===== src/hdl/arcade_io_pkg.sv =====
package arcade_io_pkg;

  ////////////////////////////// widths
  localparam int color_bits       = 3;  // core colour depth per channel
  localparam int jamma_color_bits = 4;  // jamma edge connector colour depth
  localparam int joy_bits         = 8;  // full player word incl. start/spare
  localparam int local_joy_bits   = 6;  // board joystick, dirs + fire only
  localparam int scan_keys        = 21; // held-key switches to the core
  localparam int led_key          = 9;  // scan_sw bit mirrored on the led
  localparam int reset_delay_bits = 8;  // power-up hold counter, 256 cycles

  ////////////////////////////// types
  typedef logic [color_bits-1:0]       color_t;
  typedef logic [jamma_color_bits-1:0] jamma_color_t;
  typedef logic [joy_bits-1:0]         joy_t;        // active low, [7] start, [6] spare
  typedef logic [local_joy_bits-1:0]   local_joy_t;  // active low
  typedef logic [7:0]                  scancode_t;   // ps/2 set 2
  typedef logic [scan_keys-1:0]        scan_sw_t;    // 1 = key held

  typedef struct packed {
    color_t red;
    color_t green;
    color_t blue;
    logic   hsync;
    logic   vsync;
    logic   audio_l;   // 1-bit delta-sigma streams
    logic   audio_r;
  } av_out_t;

  typedef struct packed {
    joy_t player1;
    joy_t player2;
  } players_t;

  typedef enum logic [1:0] {idle, data, parity, stop} ps2_state_t;

  ////////////////////////////// keyboard map
  // index i drives scan_sw[i]; arrows share codes with keypad, E0 is ignored
  localparam scancode_t key_table [0:scan_keys-1] = '{
    8'h75, 8'h72, 8'h6B, 8'h74,  // up down left right
    8'h29, 8'h1A, 8'h16, 8'h1E,  // space, z, 1 (start1), 2 (start2)
    8'h2E, 8'h7E, 8'h1D, 8'h1B,  // 5 (coin), scroll lock (led), w, s
    8'h1C, 8'h23, 8'h15, 8'h24,  // a d q e
    8'h36, 8'h05, 8'h06, 8'h04,  // 6 (coin2), f1 f2 f3
    8'h0C                        // f4
  };

  localparam scancode_t key_break = 8'hF0;  // break prefix
  localparam scancode_t key_f12   = 8'h07;  // core reset
  localparam scancode_t key_ctrl  = 8'h14;
  localparam scancode_t key_alt   = 8'h11;
  localparam scancode_t key_bksp  = 8'h66;

endpackage


===== src/hdl/arcade_io_top.sv =====
`timescale 1ns/1ps

module arcade_io_top #(
  parameter int joy_type = 1
) (
  input  logic                        pclk,
  input  logic                        pll_lckd,
  // board controls
  input  logic                        jtest,
  input  logic                        jservice,
  input  logic                        ps2_clk,
  input  logic                        ps2_data,
  input  arcade_io_pkg::joy_t         jjoy,
  input  arcade_io_pkg::local_joy_t   joystick,
  input  arcade_io_pkg::av_out_t      core_av,
  // to the core
  output logic                        ena_12,
  output logic                        ena_6,
  output logic                        core_reset,
  output arcade_io_pkg::scan_sw_t     scan_sw,
  output arcade_io_pkg::players_t     players,
  // to the board
  output logic                        jselect,
  output arcade_io_pkg::av_out_t      av_pins,
  output arcade_io_pkg::jamma_color_t jr,
  output arcade_io_pkg::jamma_color_t jg,
  output arcade_io_pkg::jamma_color_t jb,
  output logic                        jhsync,
  output logic                        jvsync,
  output logic                        jaudio,
  output logic                        led,
  output logic                        reboot
);

  logic reset_key;     // keyboard f12 into the core reset
  logic master_reset;  // keyboard request for multiboot

  ////////////////////////////// clocking / reset
  reset_enable_gen u_rst_ena (
    .pclk       (pclk),
    .pll_lckd   (pll_lckd),
    .reset_key  (reset_key),
    .jtest      (jtest),
    .ena_12     (ena_12),
    .ena_6      (ena_6),
    .core_reset (core_reset)
  );

  ////////////////////////////// inputs
  ps2_scan_decoder u_ps2 (
    .pclk         (pclk),
    .pll_lckd     (pll_lckd),
    .ps2_clk      (ps2_clk),
    .ps2_data     (ps2_data),
    .scan_sw      (scan_sw),
    .reset_key    (reset_key),
    .master_reset (master_reset)
  );

  jamma_joy_mux #(
    .joy_type (joy_type)
  ) u_joy (
    .pclk     (pclk),
    .pll_lckd (pll_lckd),
    .jjoy     (jjoy),
    .joystick (joystick),
    .jselect  (jselect),
    .players  (players)
  );

  ////////////////////////////// outputs
  board_out_stage u_out (
    .pclk         (pclk),
    .pll_lckd     (pll_lckd),
    .core_av      (core_av),
    .scan_sw      (scan_sw),
    .master_reset (master_reset),
    .jservice     (jservice),
    .av_pins      (av_pins),
    .jr           (jr),
    .jg           (jg),
    .jb           (jb),
    .jhsync       (jhsync),
    .jvsync       (jvsync),
    .jaudio       (jaudio),
    .led          (led),
    .reboot       (reboot)
  );

endmodule


===== src/hdl/board_out_stage.sv =====
`timescale 1ns/1ps

module board_out_stage (
  input  logic                        pclk,
  input  logic                        pll_lckd,
  input  arcade_io_pkg::av_out_t      core_av,       // straight from the core
  input  arcade_io_pkg::scan_sw_t     scan_sw,
  input  logic                        master_reset,
  input  logic                        jservice,      // active low
  output arcade_io_pkg::av_out_t      av_pins,       // vga pins + audio
  output arcade_io_pkg::jamma_color_t jr,
  output arcade_io_pkg::jamma_color_t jg,
  output arcade_io_pkg::jamma_color_t jb,
  output logic                        jhsync,
  output logic                        jvsync,
  output logic                        jaudio,
  output logic                        led,
  output logic                        reboot         // multiboot request
);

  import arcade_io_pkg::*;

  ////////////////////////////// pin registers
  always_ff @(posedge pclk or negedge pll_lckd) begin
    if (!pll_lckd) begin
      av_pins <= '0;
      led     <= 1'b0;
      reboot  <= 1'b0;
    end else begin
      av_pins <= core_av;                   // single stage to the io ring
      led     <= scan_sw[led_key];
      reboot  <= master_reset | ~jservice;  // keyboard or service button
    end
  end

  // jamma wants 4 bits, lsb tied low
  assign jr = {av_pins.red,   1'b0};
  assign jg = {av_pins.green, 1'b0};
  assign jb = {av_pins.blue,  1'b0};

  assign jhsync = av_pins.hsync;
  assign jvsync = av_pins.vsync;
  assign jaudio = av_pins.audio_l;  // mono cabinet, left channel only

endmodule


===== src/hdl/jamma_joy_mux.sv =====
`timescale 1ns/1ps

module jamma_joy_mux #(
  parameter int joy_type = 1  // 1 jamma, 0 local joystick only
) (
  input  logic                      pclk,
  input  logic                      pll_lckd,
  input  arcade_io_pkg::joy_t       jjoy,      // shared jamma input bus
  input  arcade_io_pkg::local_joy_t joystick,  // board db9 joystick
  output logic                      jselect,   // 0 = player1 on the bus
  output arcade_io_pkg::players_t   players
);

  import arcade_io_pkg::*;

  joy_t     pad_joy;    // local stick with start/spare released
  logic     jsel_q;
  players_t players_q;

  assign pad_joy = {{(joy_bits-local_joy_bits){1'b1}}, joystick};

  ////////////////////////////// bus time-sharing
  always_ff @(posedge pclk or negedge pll_lckd) begin
    if (!pll_lckd) begin
      jsel_q    <= 1'b0;
      players_q <= '1;     // active low, nothing pressed
    end else if (joy_type == 1) begin
      jsel_q <= ~jsel_q;   // flip the select line every cycle
      // bus shows the player chosen by the current select
      if (!jsel_q)
        players_q.player1 <= jjoy & pad_joy;  // local stick wired in parallel
      else
        players_q.player2 <= jjoy;
    end else begin
      // no jamma harness, local stick only
      jsel_q            <= 1'b0;
      players_q.player1 <= pad_joy;
      players_q.player2 <= '1;
    end
  end

  assign jselect = jsel_q;
  assign players = players_q;

endmodule


===== src/hdl/ps2_scan_decoder.sv =====
`timescale 1ns/1ps

module ps2_scan_decoder (
  input  logic                    pclk,
  input  logic                    pll_lckd,
  input  logic                    ps2_clk,       // open-collector keyboard clock
  input  logic                    ps2_data,
  output arcade_io_pkg::scan_sw_t scan_sw,       // held keys to the core
  output logic                    reset_key,     // f12 held
  output logic                    master_reset   // ctrl+alt+bksp held
);

  import arcade_io_pkg::*;

  logic [1:0] clk_sync;    // [1] is the synchronized ps2 clock
  logic [1:0] dat_sync;
  logic       clk_prev;
  logic       clk_fall;    // one pclk pulse per ps2 falling edge
  logic       dat_bit;

  ps2_state_t state;
  logic [2:0] bit_cnt;
  scancode_t  shift_q;     // lsb first, so shift in from the top
  logic       par_ok;
  logic       code_vld;    // shift_q holds a checked code for one cycle

  logic       break_pend;  // F0 seen, next code is a release
  logic       f12_held;
  logic       ctrl_held;
  logic       alt_held;
  logic       bksp_held;

  ////////////////////////////// input sync
  always_ff @(posedge pclk or negedge pll_lckd) begin
    if (!pll_lckd) begin
      clk_sync <= 2'b11;  // bus idles high
      dat_sync <= 2'b11;
      clk_prev <= 1'b1;
    end else begin
      clk_sync <= {clk_sync[0], ps2_clk};
      dat_sync <= {dat_sync[0], ps2_data};
      clk_prev <= clk_sync[1];
    end
  end

  assign clk_fall = clk_prev & ~clk_sync[1];
  assign dat_bit  = dat_sync[1];

  ////////////////////////////// frame receiver
  always_ff @(posedge pclk or negedge pll_lckd) begin
    if (!pll_lckd) begin
      state    <= idle;
      bit_cnt  <= '0;
      code_vld <= 1'b0;
    end else begin
      code_vld <= 1'b0;
      if (clk_fall) begin
        case (state)
          idle: begin
            bit_cnt <= '0;
            if (!dat_bit)
              state <= data;       // start bit
          end
          data: begin
            bit_cnt <= bit_cnt + 1'b1;
            if (bit_cnt == 3'd7)
              state <= parity;
          end
          parity: state <= stop;
          stop: begin
            state    <= idle;
            code_vld <= dat_bit & par_ok;  // bad stop or parity drops the frame
          end
          default: state <= idle;
        endcase
      end
    end
  end

  // payload, qualified by state
  always_ff @(posedge pclk) begin
    if (clk_fall && state == data)
      shift_q <= {dat_bit, shift_q[7:1]};
    if (clk_fall && state == parity)
      par_ok <= ^{shift_q, dat_bit};       // odd parity over data + parity bit
  end

  ////////////////////////////// make / break decode
  always_ff @(posedge pclk or negedge pll_lckd) begin
    if (!pll_lckd) begin
      scan_sw    <= '0;
      break_pend <= 1'b0;
      f12_held   <= 1'b0;
      ctrl_held  <= 1'b0;
      alt_held   <= 1'b0;
      bksp_held  <= 1'b0;
    end else if (code_vld) begin
      if (shift_q == key_break) begin
        break_pend <= 1'b1;
      end else begin
        break_pend <= 1'b0;
        for (int i = 0; i < scan_keys; i++) begin
          if (shift_q == key_table[i])
            scan_sw[i] <= ~break_pend;     // make sets, break clears
        end
        // modifiers tracked on their own
        if (shift_q == key_f12)  f12_held  <= ~break_pend;
        if (shift_q == key_ctrl) ctrl_held <= ~break_pend;
        if (shift_q == key_alt)  alt_held  <= ~break_pend;
        if (shift_q == key_bksp) bksp_held <= ~break_pend;
      end
    end
  end

  assign reset_key    = f12_held;
  assign master_reset = ctrl_held & alt_held & bksp_held;  // three-finger salute

endmodule


===== src/hdl/reset_enable_gen.sv =====
`timescale 1ns/1ps

module reset_enable_gen (
  input  logic pclk,
  input  logic pll_lckd,     // pll lock, doubles as async reset
  input  logic reset_key,    // f12 held on the keyboard
  input  logic jtest,        // jamma test switch, active low
  output logic ena_12,
  output logic ena_6,
  output logic core_reset
);

  import arcade_io_pkg::*;

  logic [reset_delay_bits-1:0] delay_cnt;  // free running, also the enable divider
  logic                        hold_q;     // power-up hold of the core

  ////////////////////////////// power-up delay
  always_ff @(posedge pclk or negedge pll_lckd) begin
    if (!pll_lckd) begin
      delay_cnt <= '0;
      hold_q    <= 1'b1;
    end else begin
      delay_cnt <= delay_cnt + 1'b1;  // wraps, keeps feeding the enables
      if (delay_cnt == '1)
        hold_q <= 1'b0;               // released after 256 cycles, stays low
    end
  end

  ////////////////////////////// clock enables
  // pclk/2 strobe
  assign ena_12 = delay_cnt[0];
  // pclk/4 strobe, coincides with every other ena_12
  assign ena_6  = delay_cnt[0] & ~delay_cnt[1];

  // keyboard and test switch can pull the core back into reset at any time
  assign core_reset = hold_q | reset_key | ~jtest;

endmodule


===== config.mk =====
export PLATFORM = sky130hd
export DESIGN_NAME = arcade_io_top
export DESIGN_NICKNAME = d
export VERILOG_FILES = /design/src/hdl/arcade_io_pkg.sv /design/src/hdl/arcade_io_top.sv /design/src/hdl/board_out_stage.sv /design/src/hdl/jamma_joy_mux.sv /design/src/hdl/ps2_scan_decoder.sv /design/src/hdl/reset_enable_gen.sv
export SDC_FILE = /design/constraint.sdc
export NUM_CORES = 1
export LEC_CHECK = 0
export ABC_AREA = 1
export BUFFER_PORTS_ARGS = -buffer_cell sky130_fd_sc_hd__buf_4
export CAP_MARGIN = 20
export CELL_PAD_IN_SITES_DETAIL_PLACEMENT = 1
export CELL_PAD_IN_SITES_GLOBAL_PLACEMENT = 2
export CORE_ASPECT_RATIO = 0.7
export CORE_UTILIZATION = 29
export CTS_CLUSTER_SIZE = 25
export DETAILED_ROUTE_END_ITERATION = 7
export PLACE_DENSITY_LB_ADDON = 0.1
export SYNTH_ARGS = -nofsm -noshare
export SYNTH_HDL_FRONTEND = slang
export SYNTH_HIERARCHICAL = 1
export SYNTH_SLANG_ARGS = --single-unit

===== constraint.sdc =====
create_clock -name pclk -period 1.9 [get_ports pclk]
set_input_delay 0.38 -clock pclk [delete_from_list [all_inputs] [get_ports pclk]]
set_output_delay 0.38 -clock pclk [all_outputs]
set_load 0.02 [all_outputs]

After elaboration in Yosys (flattened, before gate mapping)
Index checks and enable logic that the tools add are counted.

Register bits: 87. Bits of input ports: 33. Logic and storage cells: 138.

$add $sub $neg: 2. Eq/ne operators: 33. Muxes and demuxes: 7. Bitwise operators: 16. Reduce and logical (&&, ||, !) cells: 32.

Operator list (number): 3-bit AND reduction (26); 8-bit by 5-bit == test with 1-bit output, second input constant (9); 8-bit by 7-bit == test with 1-bit output, second input constant (6); 8-bit by 6-bit == test with 1-bit output, second input constant (5); 8-bit by 3-bit == test with 1-bit output, second input constant (4); 8-bit == test, second input constant (2); 9-bit XOR reduction (1); 8-bit by 1-bit adder with 8-bit output, second input constant (1); 8-bit AND (1); 8-bit by 4-bit == test with 1-bit output, second input constant (1); 2-bit case mux with 4 select lines (1); 1-bit NOT (7); 3-bit case mux with 2 select lines (1); 1-bit AND (5); 2-bit == test, second input constant (2); 2-bit 2-to-1 mux (2); 3-bit by 1-bit adder with 3-bit output, second input constant (1); 3-bit == test, second input constant (1); 1-bit 2-to-1 mux (3); 1-bit bitwise OR (3); 2-bit by 1-bit == test with 1-bit output, second input constant (1); 1-bit logical AND (2); 2-bit zero test (1); 2-bit by 1-bit inequality test with 1-bit output, second input constant (1); other kinds (3) (3).

Longest topological paths before layout
Gate-level depths: netlist of the first run.

Depth in word-level cells: 3. Gate-level depth with buffers: 9. Gate-level depth less buffers: 8.

By module
Netlist of the first run, hierarchy kept.

Modules (own cells, without submodules): ps2_scan_decoder (times used 1, cells each 273, area each 2253.4 sq um); jamma_joy_mux (times used 1, cells each 69, area each 691.9 sq um); board_out_stage (times used 1, cells each 33, area each 499.2 sq um); reset_enable_gen (times used 1, cells each 46, area each 422.9 sq um).

Worst setup path before layout of the first run
Ideal clock, no wire load.

Path type: flip-flop to flip-flop. Start: register u_ps2.clk_prev. End: register u_ps2.shift_q[0], enable pin. Setup time: 0.331 ns. Arrival: 0.958 ns. Data required time: 1.569 ns. Slack: 0.611 ns. Cell stages (with the launch flop): 5. Path buffers: 0. Period minus slack after synthesis: 1.289 ns. Cell sequence: dfstp_2 inv_1 nor2_1 nand2_1 inv_1.

Word-level cells in the longest chain between the ends: 2.

Ends and longest elaborated chain: start: declaration (line ps2_scan_decoder.sv:17) `logic clk_prev;`; start signal: assignment (line ps2_scan_decoder.sv:42) `clk_prev <= clk_sync[1];`; 1-bit AND (line ps2_scan_decoder.sv:46) `assign clk_fall = clk_prev & ~clk_sync[1];`; 1-bit logical AND (line ps2_scan_decoder.sv:82) `if (clk_fall && state == data)`; end signal: assignment (line ps2_scan_decoder.sv:83) `shift_q <= {dat_bit, shift_q[7:1]};`; end: declaration (line ps2_scan_decoder.sv:23) `scancode_t shift_q;`.

Every way passes these cells. A chain may end at the register's enable or synchronous reset.

Worst setup path in the final report of the first run
Start: register u_ps2.shift_q[3]. End: register u_ps2.scan_sw[15].

Word-level cells in the longest chain between the ends: 3. Elaborated cells on any way between the ends: 4. Classes of those cells: eq/ne: 2; bitwise: 1; reduce/logical: 1.

Ends and longest elaborated chain: 8-bit == test (line ps2_scan_decoder.sv:98) `if (shift_q == key_break) begin`; 1-bit NOT (no source line); 3-bit AND reduction (no source line) (*); end signal: indexed assignment (line ps2_scan_decoder.sv:104) `scan_sw[i] <= ~break_pend;`; end: declaration (line ps2_scan_decoder.sv:8) `output arcade_io_pkg::scan_sw_t scan_sw,`.

Every way passes the cells marked *; elsewhere a longest branch is shown, timed or not.

==> results of run 1 <==
==> cell families (layout without fill, tap and decap cells) <==
logic type / count (synthesis) / after routing / synth area share
other: 1 / 3 / 0.000970
DFF: 87 / 87 / 0.582
AOI/OAI and AO/OA: 37 / 37 / 0.0511
xor gates and xnor gates: 3 / 3 / 0.00680
adders and majority gates: 8 / 8 / 0.0259
and+or+nand+nor: 221 / 221 / 0.246
buffers and inverters: 64 / 165 / 0.0873
==> state kept, by name, summed over array words and instances (netlist names), 2 cells and up <==
register,flops
u_ps2/state,2
u_ps2/bit_cnt,3
u_ps2/scan_sw,21
u_ps2/dat_sync,2
u_joy/players,16
u_ps2/shift_q,8
u_rst_ena/delay_cnt,8
u_out/av_pins,10
u_ps2/clk_sync,2
==> stage by stage <==
| stage | hold slack, ns | instance area [µm²] | util | total power [W] |
|---|---|---|---|---|
| 6_report | 0.141 | 5030 | 0.396 | 0.00466 |
| 5_1_grt | 0.121 | 5030 | 0.396 | 0.00491 |
| 4_1_cts | 0.124 | 5030 | 0.396 | 0.00475 |
| 3_5_place_dp | 0.278 | 4730 | 0.372 | 0.00290 |
| 3_3_place_gp | 0.277 | 4730 | 0.372 | 0.00288 |
| 2_1_floorplan | 0.0844 | 3870 | - | 0.00257 |
==> critical path: stages (launching register included) <==
cell and delay (ns):
edfxtp_1 0.64, nor2_2 0.12, nand3_2 0.10, buf_4 0.24, nand3_1 0.17, nand2_1 0.08, o21ai_1 0.06
==> final cells by class <==
class,instances,area (µm²)
multi-input combinational,272,1290
tap,162,203
clock inverter,6,65.1
sequential,87,2250
fill,1458,7690
timing repair buffer,111,848
inverter,38,150
clock buffer,10,229
==> worst max path at each step <==
stage / slack [ns] / end / depth (start not counted) / startpoint
3_5_place_dp: 0.36 / u_ps2/scan_sw[15]$_DFFE_PN0P_ / 5 / u_ps2/shift_q[3]$_DFFE_PP_
5_1_grt: 0.19 / u_ps2/scan_sw[15]$_DFFE_PN0P_ / 6 / u_ps2/shift_q[3]$_DFFE_PP_
4_1_cts: 0.34 / ena_6 / 2 / u_rst_ena/delay_cnt[0]$_DFF_PN0_
6_report: 0.35 / u_ps2/scan_sw[15]$_DFFE_PN0P_ / 6 / u_ps2/shift_q[3]$_DFFE_PP_
2_1_floorplan: 0.61 / u_ps2/shift_q[0]$_DFFE_PP_ / 4 / u_ps2/clk_prev$_DFF_PN1_
3_3_place_gp: 0.40 / u_ps2/scan_sw[15]$_DFFE_PN0P_ / 6 / u_ps2/shift_q[3]$_DFFE_PP_
==> timing repair <==
item / 4_1_cts / 5_1_grt
setup endpoints to repair: 0 / 0
hold endpoints to repair: 5 / 0
hold buffers: 1 / 0
==> layout by cell type, fill, tap and decap left out, drive strengths merged, types with 2 or more instances in the layout <==
cell / n
dfstp: 22
a22o: 2
inv: 42
nand3: 42
a21oi: 3
edfxtp: 9
o21ai: 30
nor3: 3
xnor2: 2
nand2: 132
nor2: 40
buf: 110
clkbuf: 10
nand4: 2
ha: 8
conb: 3
dfrtp: 56
==> routing by layer <==
layer / global-route usage / vias to the layer above / part of all wire
li1: - / 1511 / -
met1: 0.233 / 1479 / 0.53
met2: 0.236 / 48 / 0.42
met3: 0.0481 / 7 / 0.042
met4: 0.0380 / 0 / 0.0088
met5: 0 / - / 0
==> power breakdown <==
group | switching [W] | internal (W)
sequential | 0.000148 | 0.00203
clock | 0.000768 | 0.00103
combinational | 0.000410 | 0.000276
total | 0.00133 | 0.00333
==> summary.txt, run 1 <==
GRT
  – Gr usage total: 0.161
  – Vias in the first global route: 3252
  – First-pass GRT wire length: between 15000 and 20000 µm
  – Grt total ovfl: 0
  – Largest net degree at the start of global routing: 39
  – Initial antenna violation count: 0

Clock network
  – CTS tree: built
  – Clock Sinks: 87
  – Clock slew at reported path FFs: 0.07 ns
  – Setup bufs post-CTS: 0
  – Clock root buffer: clkbuf_16
  – Num CTS Buffers: 9
  – Htree depth: 3
  – Post_cts resized: 0
  – CTS Buffer Depth: 2
  – Clock latency at the later pin of the worst-skew pair: 0.34 ns

STA
  – Tmin final: 1.55 ns
  – Final setup vio count: 0
  – Worst setup margin: 0.352 ns
  – Final Hold Fails: 0
  – RSZ-0062 raised after global routing: no
  – Normalized max-slew margin: 0.607
  – Fin Setup TNS: 0 ns
  – Period utilization: 0.815
  – Final Skew: roughly 0.011 ns
  – F_max: about 0.65 GHz
  – Slew Limit Fails: 0
  – Worst slew pin tran: a little under 0.6 ns

Floorplanning
  – I/O pin count: 104
  – Die Y: 98.6 µm
  – Initial Util: 0.304
  – DIE WIDTH: 140 µm
  – Core ar.: 12700 µm²
  – Rows: 34
  – Die Area: 13800 µm²

Logic synthesis
  – Seq/Total Area, Yosys: 0.582
  – Synth top area cells: dfrtp_1 (36%), dfstp_2 (15%), nand2_1 (12%)
  – Number of flops mapped to enable cells by yosys: 9
  – Mean Syn Cell Area: 9.19 µm²
  – Commonest cells in the netlist: nand2_1 (128), dfrtp_1 (56), nand3_1 (38)
  – FF+latch count, synth: 87
  – Synth warnings: 6
  – Cell Area, Synth: about 3900 µm²
  – Cells after synthesis: 421
  – Share of the synthesized area in the top cell type: 0.362
  – Most numerous cell in the Yosys netlist: nand2_1
  – Yosys cell types: 34
  – Yosys top cell by area: dfrtp_1
  – Main synth FF type: dfrtp_1
  – Async SR Flop Fraction: 0.897

Worst hold path
  – Hold Path End: u_out/av_pins[0]$_DFF_PN0_
  – HP Start: core_av[0]
  – Hold path depth: 1
  – Min-Delay Path Class: input port to flop

Layout
  – Final #Nets: 560
  – Area delta synth->final: 30.1%
  – Fin cells: 686
  – Ant diodes: 0
  – Layout cells sized above 1: 0.317

Drt
  – First-pass DRT Iterations: 4
  – Final wirelength: 10200 µm
  – Post-DR vias/cell: about 4.4
  – DR WL/cell: 14.8 µm
  – Routed Antenna Nets: 0
  – Vias post-DR: 3045
  – Residual DRC: 0
  – DRT iter0 DRCs: ~110

Critical path
  – FF-to-FF path depth: 6
  – R2r endpoint: u_ps2/scan_sw[15]$_DFFE_PN0P_
  – Kind of critical path: flop to flop
  – CP Data Required Time: 2.10 ns
  – Worst Path Max Fanout: 21
  – Data arrival, critical path: ~1.8 ns
  – Crit path capture type: flop
  – R2R Setup Slk: 0.35 ns
  – Worst Setup Start Kind: flop
  – Worst r2r src: u_ps2/shift_q[3]$_DFFE_PP_

Power
  – Power density cells: between 900 and 1000 nW/µm²
  – Pleak: about 2.5 nW
  – Peak supply drop: 0.499 mV

Placed design
  – Setup WS pre-CTS: 0.357 ns
  – Placed Cells: around 670
  – GP Congestion: 0.741
  – Detail Placement HPWL: 7500 µm
  – Port Buffers: 100

Status
  – Outcome: finished clean

Run
  – Max_cap viols: 0
Note: power is estimated with default switching activity, not from simulation.
==> run 2: changes to the inputs <==
Clock period 1.9 ns to 1.55 ns, I/O delays scaled along.
==> summary.txt, run 2 (synthesized netlist as in run 1, its figures left out) <==
Status
  – Outcome: finished clean

Layout
  – Final #Nets: 571 (+2.0%)
  – Area occupied by multi-input gates: 1310 µm² (+1.9%)
  – Commonest non-fill, non-tap cell in the layout: nand2_1
  – Fin cells: 697 (+1.6%)
  – Layout fillers: 1469 (+0.75%)
  – Layout cells sized above 1: 0.338 (+0.0215)
  – Area delta synth->final: 33.7%
  – Largest reg by FF count: u_ps2/scan_sw
  – Max reg flops: 21 (unchanged)
  – Ant diodes: 0 (unchanged)
  – FF/Latch Area: 2250 µm² (unchanged)
  – Most frequent cells in the layout: nand2_1 (126), buf_4 (118), dfrtp_1 (56)

Drt
  – Vias post-DR: 3043 (-0.066%)
  – First-pass DRT Iterations: 5 (+1)
  – Residual DRC: 0 (unchanged)
  – DRT iter0 DRCs: 74 (-31%)
  – Post-DR vias/cell: 4.37 (-1.6%)
  – Final wirelength: 10100 µm (-0.37%)
  – Routed Antenna Nets: 0 (unchanged)
  – DR WL/cell: 14.5 µm (-1.9%)

STA
  – Tmin final: between 1 and 1.5 ns
  – Final hold slack: 0.0774 ns (-0.0632 ns)
  – Final Skew: 0.00639 ns (-0.00457 ns)
  – Final Hold Fails: 0 (unchanged)
  – Period utilization: 0.948
  – RSZ-0062 raised after global routing: yes
  – Slew Limit Fails: 0 (unchanged)
  – F_max: 0.681 GHz
  – Final setup vio count: 0 (unchanged)

Placed design
  – Placed Cells: 676 (+1.0%)
  – Port Buffers: 100 (unchanged)
  – GP Congestion: 0.732 (-1.2%)
  – Detail Placement HPWL: 7610 µm (+1.5%)

Clock network
  – CTS tree: built
  – Htree depth: 3 (unchanged)
  – Num CTS Buffers: 9 (unchanged)
  – Clock Sinks: 87 (unchanged)
  – Clock slew at reported path FFs: 0.06 ns (about the same)
  – Clock latency at the later pin of the worst-skew pair: 0.33 ns (about the same)
  – CTS Buffer Depth: 2 (unchanged)
  – Clock root buffer: clkbuf_16

Critical path
  – Worst Path Max Fanout: 5 (-76%)
  – CP peak stage delay: 0.44 ns (-0.20 ns)
  – CP cell instances: ha_1 -> buf_4
  – Data arrival, critical path: 1.16 ns (-0.59 ns)
  – CP Data Required Time: 1.24 ns (-0.86 ns)
  – Bufs and invs on worst path: 1 (unchanged)
  – Slowest stage cell, crit path: dfrtp_1
  – Critical path's top delay family: flip-flops
  – Crit path capture type: output port
  – Worst Setup Start Kind: flop
  – Kind of critical path: flop to output port

Floorplanning
  – Rows: 34 (unchanged)
  – Core ar.: 12700 µm² (unchanged)
  – Initial Util: 0.304 (unchanged)
  – Die Area: 13800 µm² (unchanged)
  – Die Y: 98.6 µm (unchanged)
  – I/O pin count: 104 (unchanged)
  – DIE WIDTH: 140 µm (unchanged)

Worst hold path
  – Min-Delay Path Class: input port to flop

GRT
  – Largest net degree at the start of global routing: 31 (-21%)
  – Initial antenna violation count: 0 (unchanged)
  – First-pass GRT wire length: 16600 µm (-3.4%)
  – Gr usage total: 0.156 (-0.00521)
  – Grt total ovfl: 0 (unchanged)
  – Vias in the first global route: 3163 (-2.7%)

Power
  – Power density cells: 1110 nW/µm² (+20%)
  – Pleak: 2.55 nW (+2.8%)
  – Peak supply drop: 0.667 mV (+34%)
  – Power Total: 0.00574 W (+23%)

Run
  – Max_cap viols: 0 (unchanged)
-- run 2: cell count changes in the layout (fill, tap and decap cells not counted), moves of 2 or more --
cell,previous run,this run
inv_6,2,0
inv_4,2,0
buf_4,109,118
nand2_1,128,126
clkinv_2,1,3
nand2_2,4,6
clkbuf_8,0,2
nor2_4,1,3
buf_12,1,3
-- run 2: path summary, 6_finish.rpt --
check                                                 start                      endpoint  slack, ns  cells after the start
setup reg to reg                 u_ps2/shift_q[2]$_DFFE_PP_  u_ps2/scan_sw[3]$_DFFE_PN0P_       0.10                      6
setup / recovery           u_rst_ena/delay_cnt[0]$_DFF_PN0_                         ena_6       0.08                      2
min in group asynchronous                          pll_lckd       u_joy/jselect$_DFF_PN0_       0.41                      2
hold / removal                                   core_av[2]        u_out/jvsync$_DFF_PN0_       0.08                      1
hold reg to reg                 u_ps2/clk_sync[0]$_DFF_PN1_   u_ps2/clk_sync[1]$_DFF_PN1_       0.36                      0
max in group asynchronous                          pll_lckd   u_ps2/clk_sync[0]$_DFF_PN1_       0.57                      3
-- run 2: report_power, final --
group | switching, W | internal (W) | leakage [nW]
Sequential | 0.000126 | 0.00249 | 1.04
Clock | 0.000867 | 0.00133 | 0.152
Combinational | 0.000558 | 0.000373 | 1.37
Total | 0.00155 | 0.00419 | 2.55
-- run 2: repair_timing --
item                       in CTS  in global routing
hold buffers                    1                  0
resized for setup               0                  8
setup buffers                   0                  4
setup endpoints to repair       0                 16
hold endpoints to repair        8                  0
-- run 2: cell type report --
cell class / instances / share of cell area
well taps: 162 / 0.0392
clock buffers: 12 / 0.0496
clock inverters: 4 / 0.00871
inverters: 38 / 0.0290
multi-input cells: 272 / 0.254
flip-flops and latches: 87 / 0.435
repair buffers: 122 / 0.185
-- run 2: layer usage --
layer | share of wire | up-vias | GRT usage
met5 | 0 | - | 0
met4 | 0.010 | 0 | 0.0406
met3 | 0.039 | 9 | 0.0452
met2 | 0.43 | 48 | 0.229
met1 | 0.52 | 1454 | 0.224
li1 | - | 1532 | -
-- run 2: worst reg2reg max path, cell delays in order, from the launching register on --
cell and delay, ns:
edfxtp_1 0.50, nor2_2 0.28, nand3_2 0.14, buf_12 0.18, nand3_1 0.12, nand2_1 0.06, o21ai_1 0.10
-- run 2: per-stage QoR --
stage	setup TNS (ns)	setup WS, ns	area [µm²]	utilization
after floorplan	0	0.261	3870	-
after global placement	0	0.0844	4810	0.378
after detailed placement	0	0.0636	4810	0.378
after CTS	0	0.0556	5120	0.402
after global routing	-0.0318	-0.0111	5170	0.407
final	0	0.0814	5170	0.407
==> run 3: changes to the inputs <==
Settings changed: CORE_UTILIZATION 29 to 28, PLACE_DENSITY set to 0.81, PLACE_DENSITY_LB_ADDON 0.1 to unset, TNS_END_PERCENT set to 50.
Clock period 1.55 ns to 1.3 ns, I/O delays scaled along.
==> summary.txt, run 3 (synthesized netlist as in run 1, its figures left out) <==
Floorplanning
  – Rows: 35 (+2.9%)
  – Initial Util: 0.291 (-0.0135)
  – Die Area: 14300 µm² (+3.5%)
  – Die Y: 100 µm (+1.7%)
  – DIE WIDTH: 142 µm (+1.7%)
  – I/O pin count: 104 (unchanged)
  – Core ar.: 13300 µm² (+4.7%)

GRT
  – First-pass GRT wire length: 18100 µm (+8.9%)
  – Largest net degree at the start of global routing: 34 (+9.7%)
  – Initial antenna violation count: 0 (unchanged)
  – Grt total ovfl: 0 (unchanged)
  – Vias in the first global route: 3592 (+14%)
  – Gr usage total: 0.165 (+0.00881)

STA
  – Final Skew: 0.00643 ns (+0.0000428 ns)
  – RSZ-0062 raised after global routing: yes
  – Period utilization: 1.19
  – Worst setup margin: -0.241 ns (-0.322 ns)
  – Final Hold Fails: 0 (unchanged)
  – Tmin final: about 1.5 ns
  – Slew Limit Fails: 0 (unchanged)
  – Final hold slack: 0.0164 ns (-0.0610 ns)
  – Final setup vio count: 29 (+29)
  – F_max: 0.649 GHz

Critical path
  – Worst setup path end: u_ps2/scan_sw[19]$_DFFE_PN0P_
  – R2r endpoint: u_ps2/scan_sw[19]$_DFFE_PN0P_
  – Critical Path Source: u_ps2/shift_q[3]$_DFFE_PP_
  – Kind of critical path: flop to flop
  – Crit path capture type: flop
  – R2R Setup Slk: -0.24 ns (-0.34 ns)
  – Slowest stage cell, crit path: edfxtp_1
  – FF-to-FF path depth: 7 (+1)
  – CP peak stage delay: 0.54 ns (+0.10 ns)
  – CP Data Required Time: 1.52 ns (+0.28 ns)
  – Worst Setup Start Kind: flop
  – Data arrival, critical path: 1.76 ns (+0.60 ns)
  – Worst r2r src: u_ps2/shift_q[3]$_DFFE_PP_
  – CP cell instances: nor2_4 -> buf_4 -> nand2_4 -> nor2_2 -> nand3_2 -> nand2_1 -> o21ai_1
  – Worst Path Max Fanout: 5 (unchanged)

Power
  – Power density cells: 1230 nW/µm² (+11%)
  – Pleak: 2.81 nW (+10%)
  – Peak supply drop: 0.691 mV (+3.7%)
  – Power Total: 0.00736 W (+28%)

Placed design
  – Placed Cells: 712 (+5.3%)
  – Port Buffers: 100 (unchanged)
  – Detail Placement HPWL: 7680 µm (+0.93%)
  – Setup WS pre-CTS: -0.149 ns (-0.213 ns)
  – GP Congestion: 0.760 (+3.8%)

Worst hold path
  – Min-Delay Path Class: input port to flop
  – HP Start: core_av[9]

Layout
  – Layout cells sized above 1: 0.523 (+0.185)
  – Ant diodes: 0 (unchanged)
  – Most frequent cells in the layout: buf_4 (115), nand2_1 (98), dfrtp_1 (55)
  – FF/Latch Area: 2250 µm² (about the same)
  – Largest reg by FF count: u_ps2/scan_sw
  – Commonest non-fill, non-tap cell in the layout: buf_4
  – Final #Nets: 604 (+5.8%)
  – Layout fillers: 1527 (+3.9%)
  – Area delta synth->final: 54.1%
  – Fin cells: 753 (+8.0%)
  – Max reg flops: 21 (unchanged)
  – Area occupied by multi-input gates: 1660 µm² (+26%)

Drt
  – Final wirelength: 11800 µm (+17%)
  – DR WL/cell: 15.7 µm (+8.2%)
  – Post-DR vias/cell: 4.49 (+2.9%)
  – Vias post-DR: 3382 (+11%)
  – DRT iter0 DRCs: 144 (+95%)
  – Residual DRC: 0 (unchanged)
  – Routed Antenna Nets: 0 (unchanged)
  – First-pass DRT Iterations: 4 (-1)

Clock network
  – Clock slew at reported path FFs: 0.07 ns (about the same)
  – CTS tree: built
  – CTS Buffer Depth: 2 (unchanged)
  – Clock latency at the later pin of the worst-skew pair: 0.34 ns (about the same)
  – Clock root buffer: clkbuf_16
  – Htree depth: 3 (unchanged)
  – Num CTS Buffers: 9 (unchanged)
  – Clock Sinks: 87 (unchanged)

Run
  – Max_cap viols: 0 (unchanged)

Status
  – Outcome: finished, violations left
  – Failing checks: setup timing
==> run 3: cell count changes in the layout (fill, tap and decap cells not counted), sizes merged <==
| cell | delta |
|---|---|
| inv | +3 |
| buf | +31 |
| clkbuf | -2 |
| clkinv | -1 |
| dlygate4sd3 | +1 |
| clkinvlp | +1 |
==> run 3: worst min path at each step <==
stage / endpoint / depth (start not counted)
after CTS: u_out/av_pins[0]$_DFF_PN0_ / 1
after global routing: u_out/av_pins[9]$_DFF_PN0_ / 1
after floorplan: u_joy/jselect$_DFF_PN0_ / 0
after detailed placement: u_ps2/bit_cnt[0]$_DFFE_PN0P_ / 1
after global placement: u_out/av_pins[4]$_DFF_PN0_ / 1
final: u_out/av_pins[9]$_DFF_PN0_ / 1
==> run 3: per-layer routing <==
layer / wire length [µm] / vias to the layer above / GRT usage / part of all wire
met5: 0 / - / 0 / 0
met4: 207 / 0 / 0.0538 / 0.018
li1: - / 1603 / - / -
met1: 5050 / 1688 / 0.207 / 0.43
met3: 648 / 18 / 0.0525 / 0.055
met2: 5920 / 73 / 0.270 / 0.50
==> run 3: critical path, delay by kind of cell (launching register included) <==
kind	cells	cell delay (ns)
flops	1	0.54
buf+inv	1	0.15
simple gates	5	0.64
compound gates	1	0.08
==> run 3: through the flow <==
stage,TNS [ns],instance area (µm²),utilization
after floorplan,0,3870,-
after global placement,-1.37,4940,0.371
after detailed placement,-2.83,4940,0.371
after CTS,-2.07,5530,0.415
after global routing,-5.98,5960,0.448
final,-3.35,5960,0.448
==> run 3: cell type report <==
type / instances / area share
sequential: 87 / 0.378
multi-input combinational: 272 / 0.278
timing repair buffer: 155 / 0.228
tap: 185 / 0.0388
clock buffer: 9 / 0.0378
inverter: 38 / 0.0260
clock inverter: 7 / 0.0128
==> run 3: power breakdown <==
part	switching, W	total [W]	internal, W
Clock	0.00115	0.00266	0.00151
Combinational	0.000905	0.00159	0.000682
Sequential	0.000148	0.00311	0.00296
Total	0.00220	0.00736	0.00516
==> run 3: timing repair <==
action                     in CTS  in global routing
hold buffers                    1                  1
resized for setup              69                 79
pin swaps                      35                 28
hold endpoints to repair       16                  1
cloned                          0                  2
setup endpoints to repair      46                 55
setup buffers                  11                 10
